<file path="src/hdl/apb_regs_pkg.sv">
// APB register map and slave state encoding, imported by the register block and the top
package apb_regs_pkg;

  localparam int APB_ADDR_WIDTH = 5;
  localparam int APB_DATA_WIDTH = 32;

  // Byte offsets of the registers
  typedef enum logic [APB_ADDR_WIDTH-1:0] {
    REG_OP_A   = 5'h00,
    REG_OP_B   = 5'h04,
    REG_CTRL   = 5'h08,
    REG_STATUS = 5'h0C,
    REG_RESULT = 5'h10
  } reg_addr_e;

  // Control word fields
  localparam int CTRL_START_BIT = 0;

  // Status word fields
  localparam int STATUS_BUSY_BIT = 0;
  localparam int STATUS_DONE_BIT = 1;

  // Result read stall
  typedef enum logic {
    RD_IDLE,
    RD_WAIT
  } rd_state_e;

endpackage

</file>
<file path="src/hdl/mul_pkg.sv">
// Datapath widths and adder grouping shared by the multiplier core and its APB wrapper
package mul_pkg;

  // Width of each unsigned operand
  localparam int OPERAND_WIDTH = 16;

  // Width of one partial-product multiplier
  localparam int HALF_WIDTH_DEFAULT = 8;

  // Bits per carry-lookahead group
  localparam int CLA_GROUP = 4;

  // Full-width product
  typedef logic [2*OPERAND_WIDTH-1:0] product_t;

endpackage
</file>
<file path="src/hdl/mul16_apb_top.sv">
// Top level of the APB-attached 16x16 multiplier; joins the register block to the core
`timescale 1ns/100ps

module mul16_apb_top
  import mul_pkg::*;
  import apb_regs_pkg::*;
#(
  parameter int DATA_WIDTH = OPERAND_WIDTH
) (
  input  logic                      clk,
  input  logic                      arst_n,
  input  logic                      psel,
  input  logic                      penable,
  input  logic                      pwrite,
  input  logic [APB_ADDR_WIDTH-1:0] paddr,
  input  logic [APB_DATA_WIDTH-1:0] pwdata,
  output logic [APB_DATA_WIDTH-1:0] prdata,
  output logic                      pready,
  output logic                      pslverr
);

  logic [DATA_WIDTH-1:0] operand_a;
  logic [DATA_WIDTH-1:0] operand_b;
  logic                  start;
  logic                  done;
  product_t              product;

  apb_mul_regs #(.DATA_WIDTH(DATA_WIDTH)) u_regs (
    .clk       (clk),
    .arst_n    (arst_n),
    .psel      (psel),
    .penable   (penable),
    .pwrite    (pwrite),
    .paddr     (paddr),
    .pwdata    (pwdata),
    .prdata    (prdata),
    .pready    (pready),
    .pslverr   (pslverr),
    .operand_a (operand_a),
    .operand_b (operand_b),
    .start     (start),
    .product   (product),
    .done      (done)
  );

  mul16_core #(.DATA_WIDTH(DATA_WIDTH)) u_core (
    .clk       (clk),
    .arst_n    (arst_n),
    .start     (start),
    .operand_a (operand_a),
    .operand_b (operand_b),
    .product   (product),
    .done      (done)
  );

endmodule

</file>
<file path="src/hdl/apb_mul_regs.sv">
// APB slave holding the operand, control, status and result registers of the multiplier
`timescale 1ns/100ps

module apb_mul_regs
  import mul_pkg::*;
  import apb_regs_pkg::*;
#(
  parameter int DATA_WIDTH = OPERAND_WIDTH
) (
  input  logic                      clk,
  input  logic                      arst_n,
  input  logic                      psel,
  input  logic                      penable,
  input  logic                      pwrite,
  input  logic [APB_ADDR_WIDTH-1:0] paddr,
  input  logic [APB_DATA_WIDTH-1:0] pwdata,
  output logic [APB_DATA_WIDTH-1:0] prdata,
  output logic                      pready,
  output logic                      pslverr,
  output logic [DATA_WIDTH-1:0]     operand_a,
  output logic [DATA_WIDTH-1:0]     operand_b,
  output logic                      start,
  input  product_t                  product,
  input  logic                      done
);

  rd_state_e                 state_q, state_d;
  logic                      access, wr_en, start_wr, rd_result;
  logic                      busy, done_flag, addr_ok;
  logic [1:0]                pend_cnt;
  product_t                  result_q;
  logic [APB_DATA_WIDTH-1:0] rdata;

  assign access    = psel & penable;
  assign wr_en     = access & pwrite & pready;
  assign rd_result = access & ~pwrite & (paddr == REG_RESULT);
  assign start_wr  = wr_en & (paddr == REG_CTRL) & pwdata[CTRL_START_BIT];

  // Up to two products can be in flight
  assign busy = (pend_cnt != 2'd0);

  // Stall a result read until every pending product has landed
  always_comb begin
    state_d = state_q;
    case (state_q)
      RD_IDLE: if (rd_result && busy) state_d = RD_WAIT;
      RD_WAIT: if (!busy || !access) state_d = RD_IDLE;
      default: state_d = RD_IDLE;
    endcase
  end

  assign pready  = access & ((state_q == RD_WAIT) ? ~busy : ~(rd_result & busy));
  assign pslverr = access & ~addr_ok;
  assign prdata  = rdata;

  always_comb begin
    rdata   = '0;
    addr_ok = 1'b1;
    case (paddr)
      REG_OP_A:   rdata[DATA_WIDTH-1:0] = operand_a;
      REG_OP_B:   rdata[DATA_WIDTH-1:0] = operand_b;
      REG_CTRL:   rdata = '0;
      REG_STATUS: begin
        rdata[STATUS_BUSY_BIT] = busy;
        rdata[STATUS_DONE_BIT] = done_flag;
      end
      REG_RESULT: rdata = result_q;
      default:    addr_ok = 1'b0;
    endcase
  end

  always_ff @(posedge clk or negedge arst_n) begin
    if (!arst_n) begin
      state_q   <= RD_IDLE;
      operand_a <= '0;
      operand_b <= '0;
      result_q  <= '0;
      start     <= 1'b0;
      done_flag <= 1'b0;
      pend_cnt  <= 2'd0;
    end else begin
      state_q <= state_d;
      start   <= start_wr;
      if (wr_en && paddr == REG_OP_A) operand_a <= pwdata[DATA_WIDTH-1:0];
      if (wr_en && paddr == REG_OP_B) operand_b <= pwdata[DATA_WIDTH-1:0];
      if (done) result_q <= product;
      // A new start hides the done of an older product
      if (start_wr) begin
        done_flag <= 1'b0;
      end else if (done) begin
        done_flag <= 1'b1;
      end
      if (start_wr && !done) begin
        pend_cnt <= pend_cnt + 2'd1;
      end else if (!start_wr && done) begin
        pend_cnt <= pend_cnt - 2'd1;
      end
    end
  end

endmodule

</file>
<file path="src/hdl/mul16_core.sv">
// Two-stage multiplier core: half-width partial products, then a lookahead sum
`timescale 1ns/100ps

module mul16_core
  import mul_pkg::*;
#(
  parameter int DATA_WIDTH = OPERAND_WIDTH
) (
  input  logic                  clk,
  input  logic                  arst_n,
  input  logic                  start,
  input  logic [DATA_WIDTH-1:0] operand_a,
  input  logic [DATA_WIDTH-1:0] operand_b,
  output product_t              product,
  output logic                  done
);

  localparam int HALF = DATA_WIDTH / 2;
  localparam int PW   = 2 * DATA_WIDTH;

  logic [DATA_WIDTH-1:0] ll, lh, hl, hh;
  logic [DATA_WIDTH-1:0] ll_q, lh_q, hl_q, hh_q;
  logic                  vld_q;
  logic [PW-1:0]         llhh, lh_sh, hl_sh, mid_sum, total, product_q;

  // Quadrant products
  array_mul #(.WIDTH(HALF)) u_ll (.a(operand_a[HALF-1:0]), .b(operand_b[HALF-1:0]), .p(ll));
  array_mul #(.WIDTH(HALF)) u_lh (.a(operand_a[HALF-1:0]), .b(operand_b[DATA_WIDTH-1:HALF]), .p(lh));
  array_mul #(.WIDTH(HALF)) u_hl (.a(operand_a[DATA_WIDTH-1:HALF]), .b(operand_b[HALF-1:0]), .p(hl));
  array_mul #(.WIDTH(HALF)) u_hh (.a(operand_a[DATA_WIDTH-1:HALF]),
                                  .b(operand_b[DATA_WIDTH-1:HALF]), .p(hh));

  always_ff @(posedge clk) begin
    ll_q <= ll;
    lh_q <= lh;
    hl_q <= hl;
    hh_q <= hh;
  end

  // Middle products sit half a width up
  assign llhh  = {hh_q, ll_q};
  assign lh_sh = {{HALF{1'b0}}, lh_q, {HALF{1'b0}}};
  assign hl_sh = {{HALF{1'b0}}, hl_q, {HALF{1'b0}}};

  cla_adder #(.WIDTH(PW)) u_sum_mid (.a(llhh), .b(lh_sh), .sum(mid_sum));
  cla_adder #(.WIDTH(PW)) u_sum_out (.a(mid_sum), .b(hl_sh), .sum(total));

  always_ff @(posedge clk) begin
    product_q <= total;
  end

  always_ff @(posedge clk or negedge arst_n) begin
    if (!arst_n) begin
      vld_q <= 1'b0;
      done  <= 1'b0;
    end else begin
      vld_q <= start;
      done  <= vld_q;
    end
  end

  assign product = product_q;

endmodule

</file>
<file path="src/hdl/cla_adder.sv">
// Two-level carry-lookahead adder with fixed-size groups, carry in tied low
`timescale 1ns/100ps

module cla_adder
  import mul_pkg::*;
#(
  parameter int WIDTH = 2 * OPERAND_WIDTH
) (
  input  logic [WIDTH-1:0] a,
  input  logic [WIDTH-1:0] b,
  output logic [WIDTH-1:0] sum
);

  localparam int GROUPS = WIDTH / CLA_GROUP;

  logic [WIDTH-1:0]  p, g, c;
  logic [GROUPS-1:0] gp, gg, gc;

  assign p = a ^ b;
  assign g = a & b;

  // First level, per-group propagate and generate
  always_comb begin
    for (int k = 0; k < GROUPS; k++) begin
      gp[k] = &p[k*CLA_GROUP +: CLA_GROUP];
      gg[k] = 1'b0;
      for (int m = 0; m < CLA_GROUP; m++) begin
        gg[k] = g[k*CLA_GROUP+m] | (p[k*CLA_GROUP+m] & gg[k]);
      end
    end
  end

  // Second level, group carries as a sum of products
  always_comb begin
    logic term;
    gc[0] = 1'b0;
    for (int k = 1; k < GROUPS; k++) begin
      gc[k] = 1'b0;
      for (int j = 0; j < k; j++) begin
        term = gg[j];
        for (int m = j + 1; m < k; m++) begin
          term = term & gp[m];
        end
        gc[k] = gc[k] | term;
      end
    end
  end

  // Carries inside each group
  always_comb begin
    for (int k = 0; k < GROUPS; k++) begin
      c[k*CLA_GROUP] = gc[k];
      for (int m = 1; m < CLA_GROUP; m++) begin
        c[k*CLA_GROUP+m] = g[k*CLA_GROUP+m-1] | (p[k*CLA_GROUP+m-1] & c[k*CLA_GROUP+m-1]);
      end
    end
  end

  assign sum = p ^ c;

endmodule

</file>
<file path="src/hdl/array_mul.sv">
// Unsigned array multiplier, one adder row per multiplier bit plus a closing ripple row
`timescale 1ns/100ps

module array_mul
  import mul_pkg::*;
#(
  parameter int WIDTH = HALF_WIDTH_DEFAULT
) (
  input  logic [WIDTH-1:0]   a,
  input  logic [WIDTH-1:0]   b,
  output logic [2*WIDTH-1:0] p
);

  // Row sums and carries, row i adds a[i] times b
  wire [WIDTH-1:0] s [WIDTH];
  wire [WIDTH-2:0] c [1:WIDTH-1];
  wire [WIDTH-1:1] rc;

  genvar i, j;

  for (j = 0; j < WIDTH; j++) begin : g_row0
    assign s[0][j] = a[0] & b[j];
  end

  for (i = 1; i < WIDTH; i++) begin : g_rows
    for (j = 0; j < WIDTH - 1; j++) begin : g_cells
      wire pp;
      assign pp = a[i] & b[j];
      if (i == 1) begin : g_ha
        assign s[i][j] = s[i-1][j+1] ^ pp;
        assign c[i][j] = s[i-1][j+1] & pp;
      end else begin : g_fa
        assign s[i][j] = s[i-1][j+1] ^ c[i-1][j] ^ pp;
        assign c[i][j] = (s[i-1][j+1] & c[i-1][j]) | (pp & (s[i-1][j+1] ^ c[i-1][j]));
      end
    end
    assign s[i][WIDTH-1] = a[i] & b[WIDTH-1];
  end

  // Low half falls out of the rows
  for (i = 0; i < WIDTH; i++) begin : g_low
    assign p[i] = s[i][0];
  end

  // Closing ripple row for the upper half
  for (j = 0; j < WIDTH - 1; j++) begin : g_ripple
    if (j == 0) begin : g_ha
      assign p[WIDTH] = s[WIDTH-1][1] ^ c[WIDTH-1][0];
      assign rc[1]    = s[WIDTH-1][1] & c[WIDTH-1][0];
    end else begin : g_fa
      assign p[WIDTH+j] = s[WIDTH-1][j+1] ^ c[WIDTH-1][j] ^ rc[j];
      assign rc[j+1]    = (s[WIDTH-1][j+1] & c[WIDTH-1][j]) |
                          (rc[j] & (s[WIDTH-1][j+1] ^ c[WIDTH-1][j]));
    end
  end

  assign p[2*WIDTH-1] = rc[WIDTH-1];

endmodule

</file>
<file path="config.mk">
export PLATFORM = sky130hd
export DESIGN_NAME = mul16_apb_top
export DESIGN_NICKNAME = d
export VERILOG_FILES = /design/src/hdl/apb_regs_pkg.sv /design/src/hdl/mul_pkg.sv /design/src/hdl/mul16_apb_top.sv /design/src/hdl/apb_mul_regs.sv /design/src/hdl/mul16_core.sv /design/src/hdl/cla_adder.sv /design/src/hdl/array_mul.sv
export SDC_FILE = /design/constraint.sdc
export NUM_CORES = 1
export LEC_CHECK = 0
export BUFFER_PORTS_ARGS = -buffer_cell sky130_fd_sc_hd__buf_2
export CAP_MARGIN = 10
export CORE_ASPECT_RATIO = 0.7
export CORE_MARGIN = 3
export CORE_UTILIZATION = 50
export CTS_BUF_LIST = sky130_fd_sc_hd__clkbuf_16
export CTS_CLUSTER_DIAMETER = 50
export DETAILED_ROUTE_END_ITERATION = 12
export PLACE_DENSITY = 0.68
export REMOVE_ABC_BUFFERS = 1
export SYNTH_ARGS = -nofsm -noshare
export SYNTH_HDL_FRONTEND = slang
export SYNTH_SLANG_ARGS = --single-unit
</file>
<file path="constraint.sdc">
create_clock -name clk -period 11.49 [get_ports clk]
set_input_delay 0 -clock clk [delete_from_list [all_inputs] [get_ports clk]]
set_output_delay 0 -clock clk [all_outputs]
set_load 0.02 [all_outputs]
</file>
[Word-level counts from Yosys, hierarchy flattened]
Index checks and enable logic that the tools add are counted.
Word-level totals
  bits in registers: 167
  input bits: 42
  output and inout bits: 34
Cells by class
  add/sub/neg operators: 2
  eq/ne operators: 4
  mux-type cells: 12
  bitwise logic cells: 1553
  reductions and logical operators: 27
Operators by type and width (count)
  bitwise AND 1 bit: 808
  XOR 1 bit: 416
  bitwise OR 1 bit: 318
  XOR 32 x 24 -> 32 bit: 2
  XOR 32 bit: 2
  bitwise AND 31 x 24 -> 31 bit: 2
  AND reduction 4 bit: 12
  case mux 14 bit (3 select lines): 1
  2-to-1 mux 16 bit: 1
  == test 5 x 4 -> 1 bit, second input constant: 2
  case mux 2 bit (4 select lines): 1
  2-to-1 mux 1 bit: 6
  nonzero test 2 bit: 3
  == test 5 x 3 -> 1 bit, second input constant: 1
  == test 5 bit, second input constant: 1
  logical AND 1 bit: 5
  zero test 5 bit: 1
  NOT 1 bit: 5
  OR reduction 5 bit: 1
  zero test 1 bit: 4
  2-to-1 mux 2 bit: 2
  adder 2 x 1 -> 2 bit, second input constant: 1
  case mux 1 bit (2 select lines): 1
  subtractor 2 x 1 -> 2 bit, second input constant: 1
  logical OR 1 bit: 1

[Longest topological paths before layout]
  word-level depth: 52
  gate-level depth with buffers: 23
  gate-level depth less buffers: 23

[Cells and area by module]
Synthesis repeated with hierarchy kept, for this count alone.
Unflattened totals
  cells, all modules: 1155
  area, all modules: 13399.1 sq um
By module, submodules not included
  array_mul: times used 4, cells each 157, area each 1515.2 sq um
  apb_mul_regs: times used 1, cells each 230, area each 3115.5 sq um
  mul16_core: times used 1, cells each 99, area each 1975.6 sq um
  cla_adder at u_core.u_sum_mid: times used 1, cells each 99, area each 1132.3 sq um
  cla_adder at u_core.u_sum_out: times used 1, cells each 99, area each 1114.8 sq um

[Least setup slack after synthesis]
Ideal clock, no wire load.
  path type: flip-flop to flip-flop
  from: reg u_regs.operand_a[0]
  to: reg u_core.ll_q[14]
  arrival: 6.626 ns
  data required time: 11.359 ns
  path slack: 4.733 ns
  cell stages (with the launch flop): 19
  buffers on the path: 1
  period minus slack after synthesis: 6.757 ns
  cell sequence: dfrtp_1 -> clkbuf_1 -> and2_1 -> ha_1 -> inv_1 -> fa_1 -> inv_1 -> fa_1 -> fa_1 -> fa_1 -> fa_1 -> fa_1 -> ha_1 -> fa_1 -> fa_1 -> fa_1 -> fa_1 -> fa_1 -> fa_1
On the way
  word-level cells in the longest chain between the ends: 32
  elaborated cells on any way between the ends: 247
  those cells by class: bitwise (247)
Ends and longest elaborated chain
  start, declared: line apb_mul_regs.sv:20  | output logic [DATA_WIDTH-1:0] operand_a,
  start signal, assigned: line apb_mul_regs.sv:84  | if (wr_en && paddr == REG_OP_A) operand_a <= pwdata[DATA_WIDTH-1:0];
  bitwise AND 1 bit: line array_mul.sv:22  | assign s[0][j] = a[0] & b[j];
  XOR 1 bit or bitwise AND 1 bit (tied branches): line array_mul.sv:30, array_mul.sv:31
  XOR 1 bit (on tied branches): line array_mul.sv:34, array_mul.sv:33
  bitwise AND 1 bit: line array_mul.sv:34  | assign c[i][j] = (s[i-1][j+1] & c[i-1][j]) | (pp & (s[i-1][j+1] ^ c[i-1][j]));
  bitwise OR 1 bit: line array_mul.sv:34
  XOR 1 bit (on tied branches): line array_mul.sv:34, array_mul.sv:33
  bitwise AND 1 bit: line array_mul.sv:34
  bitwise OR 1 bit: line array_mul.sv:34
  [... 17 more ...]
  bitwise AND 1 bit: line array_mul.sv:53  | (rc[j] & (s[WIDTH-1][j+1] ^ c[WIDTH-1][j]));
  bitwise OR 1 bit: line array_mul.sv:52  | assign rc[j+1] = (s[WIDTH-1][j+1] & c[WIDTH-1][j]) |
  bitwise AND 1 bit: line array_mul.sv:53
  bitwise OR 1 bit: line array_mul.sv:52
  bitwise AND 1 bit: line array_mul.sv:53
  bitwise OR 1 bit: line array_mul.sv:52
  XOR 1 bit (*): line array_mul.sv:51  | assign p[WIDTH+j] = s[WIDTH-1][j+1] ^ c[WIDTH-1][j] ^ rc[j];
  via u_core.ll[14]: line mul16_core.sv:21  | logic [DATA_WIDTH-1:0] ll, lh, hl, hh;
  end signal, assigned: line mul16_core.sv:34  | ll_q <= ll;
  end, declared: line mul16_core.sv:22  | logic [DATA_WIDTH-1:0] ll_q, lh_q, hl_q, hh_q;
Mark *: on every way through the listed nets, which the timed path passes. The rest lies on a longest branch.
A chain may end at the register's enable or synchronous reset.

[Worst setup path after layout]
Ends and elaborated chain as after synthesis.

==> impl_metrics.ini <==
[run_status]
status = finished, final reports clean

[sta]
setup_viol = 0
fin_setup_tns_ns = 0
post-route-period-util_pct = 61.8
period_minus_slack_ns = 7.11
final.setup_skew_ns = 0.0118
tightest_slew_ns = 0.987
hold_violations = 0
fmax_mhz = 141
rsz0062_at_grt = no
relSlewSlack_pct = 34.2
slew_violations = 0

[pwr]
p_switching_uw = 406
p_leak_nw = 7.45
ir_drop_mv = 0.108
p_clk_share_pct = 41.6
p_per_area_nw_per_um2 = 98.5
internal_power_mw = 1.01
pwr-share-comb_pct = 10.2
swShare_pct = 28.7
p_seq_share_pct = 48.3

[yosys]
synth_ff_type = dfxtp_1
syn_area_um2 = 13000
synthArstFlopShare_pct = 42.5
synth_edf_count = 0
synth_warnings = 0
netlist_instances = 1150
synth_area_leaders = fa_1 (33%), dfxtp_1 (15%), dfrtp_1 (14%)
avgSynthCellArea_um2 = 11.3
synth_area_leader_cell = fa_1
synth-seq-cells = 167
synth_seq_area_share_pct = 28.5
ys_types = 39
synth_common_cells = fa_1 (216), and2_1 (201), inv_1 (194), dfxtp_1 (96), nand2_1 (82)
yosys.area.top_type_share_pct = 33.3
yosysMostFrequentCell = fa_1

[cells_and_area]
fillers = 2131
post-route-cell-area_um2 = 14300
final_layout_size_suffix_gt1_share_pct = 13.7
syn_to_final_growth_pct = 10.5
insertedDiodeCount = 0
nNetsFinal = 1539

[worst_setup_path]
cp_slowest_cell = dfrtp_1
critical_path.cell_chain = and2_1, ha_1, inv_1, fa_1, inv_1, fa_1, fa_1, fa_1, fa_1, fa_1, ha_1, fa_1, fa_1, fa_1, fa_1, fa_1, fa_1
reg2reg_slack_ns = 4.38
critPathCapture = u_core.ll_q[14]
cp.required_ns = 11.80
reg2reg_from = u_regs.operand_a[0]
critical_path.max_stage_delay_ns = 0.62
worstSetupEndpointType = flip-flop
arrival_ns = 7.41
path_class = reg -> reg
crit_start = u_regs.operand_a[0]
cp_max_fo = 18
worstSetupStartpointType = flip-flop
crit_top_cell = fa_1
r2r_end = u_core.ll_q[14]
reg2reg_depth = 17

[floorplan]
boundaryPins = 76
core-area_um2 = 25100
dieArea_um2 = 28000
start_util_pct = 51.7
die_w_um = 199
row_count = 48
die-height_um = 141

[clock_tree]
ctsRootBufferMaster = clkbuf_16
cts_buffers = 17
htreeDepth = 4
clk_transition_reported_paths_ns = 0.07
clock_sinks = 167
cts_buffer_depth = 2
cts_setup_buffers = 0
cts_tree = built
clkLatencyLatePin_ns = 0.44

[grt]
grtUsageTotal_pct = 19.8
antenna_found_initial = 0
grt_pass1_vias = 8258
grt_max_degree = 72
grt_pass1_wl_um = 43200
grt_overflow = 0

[placement]
placed_area_um2 = 13500
gp_congestion = 0.799
port_buffers = 59
hpwl_um = 19300

[routing]
vias = 7866
wl_um = 25100
first_iter_violations = 278
ant_nets = 0
via_per_inst = 5.08
drc = 0
wire_per_inst_um = 16.2
first_pass_iters = 5

[job]
drv_cap = 0

[worst_hold_path]
hold_class = in -> reg
[flip-flops by register name (all words and copies together), names as in the netlist]
signal and cells:
u_core.done 1, u_core.hh_q 16, u_core.hl_q 16, u_core.lh_q 16, u_core.ll_q 16, u_core.product 32
u_core.vld_q 1, u_regs.done_flag 1, u_regs.operand_a 16, u_regs.operand_b 16, u_regs.pend_cnt 2, u_regs.result_q 32
u_regs.start 1, u_regs.state_q 1
[worst min-delay path by stage]
stage | startpoint | end | slack, ns | cells after the start
final | paddr[2] | u_regs.done_flag | 0.07 | 4
after global routing | paddr[2] | u_regs.done_flag | 0.12 | 4
after CTS | paddr[2] | u_regs.done_flag | 0.04 | 4
after detailed placement | arst_n | u_regs.result_q[18] | 0.24 | 1
after global placement | arst_n | u_regs.result_q[18] | 0.22 | 1
after floorplan | arst_n | u_core.done | -0.30 | 0
[logic make-up after synthesis]
group / count (synthesis) / synth area share [%]
AO/OA/AOI/OAI: 48 / 2.71
XOR/XNOR: 13 / 0.877
adder cells (fa/ha/maj): 288 / 40.2
buffers and inverters: 241 / 7.30
flip-flops: 167 / 28.5
multiplexers: 66 / 6.29
AND/OR/NAND/NOR: 327 / 14.1
[layer usage]
layer | GRT usage, % | up-vias | wire, um
li1 | - | 3625 | -
met1 | 30.6 | 4102 | 13100
met2 | 28.6 | 116 | 10700
met3 | 4.52 | 23 | 1030
met4 | 4.43 | 0 | 325
met5 | 0 | - | 0
[metrics by stage]
step | power (mW) | hold slack [ns] | utilization [%] | setup WS (ns) | instances
floorplan | 0.765 | -0.296 | - | 4.80 | 1103
global placement | 0.827 | 0.224 | 53.8 | 4.44 | 1491
detailed placement | 0.835 | 0.239 | 53.8 | 4.36 | 1491
CTS | 1.43 | 0.0360 | 57.1 | 4.34 | 1547
global route | 1.49 | 0.117 | 57.1 | 4.13 | 1547
finish | 1.41 | 0.0656 | 57.1 | 4.38 | 1547
[cell type report]
| cell class | instances | area [um^2] | area share [%] |
|---|---|---|---|
| flip-flops and latches | 167 | 3700 | 25.8 |
| clock inverters | 14 | 154 | 1.07 |
| clock buffers | 18 | 450 | 3.14 |
| repair buffers | 87 | 568 | 3.96 |
| inverters | 194 | 728 | 5.08 |
| well taps | 325 | 407 | 2.83 |
| multi-input cells | 742 | 8340 | 58.1 |
[cell usage in the layout, fill, tap and decap left out, types with 3 or more instances in the layout]
master and count:
fa_1 216, and2_1 201, inv_1 194, dfxtp_1 96
nand2_1 82, ha_1 72, dfrtp_1 71, buf_2 58
mux2_2 45, dlygate4sd3_1 24, mux2_4 20, clkbuf_16 18
and3_1 17, a21oi_1 15, a221o_1 14, xnor2_1 12
nor2_1 9, o21ai_0 7, nand4_1 5, buf_4 5
nand3_1 4, inv_6 4, clkinv_4 4, nor3_1 3
[critical path: cells and delay by family, from the launching register on]
family        cells  cell delay (ns)
fa+ha+maj        14             5.96
flops             1             0.62
simple gates      1             0.29
buf+inv           2             0.11
[repair_timing]
action	in CTS	in global routing
hold endpoints to repair	106	0
resized for setup	0	0
hold buffers	24	0
[power groups by stage]
stage,Sequential (mW),Clock [mW],Combinational (mW)
after CTS,0.682,0.602,0.147
after global placement,0.693,0,0.134
after global routing,0.690,0.627,0.168
after floorplan,0.663,0,0.102
final,0.682,0.588,0.144
after detailed placement,0.695,0,0.140
Note: power is estimated with default switching activity, not from simulation.
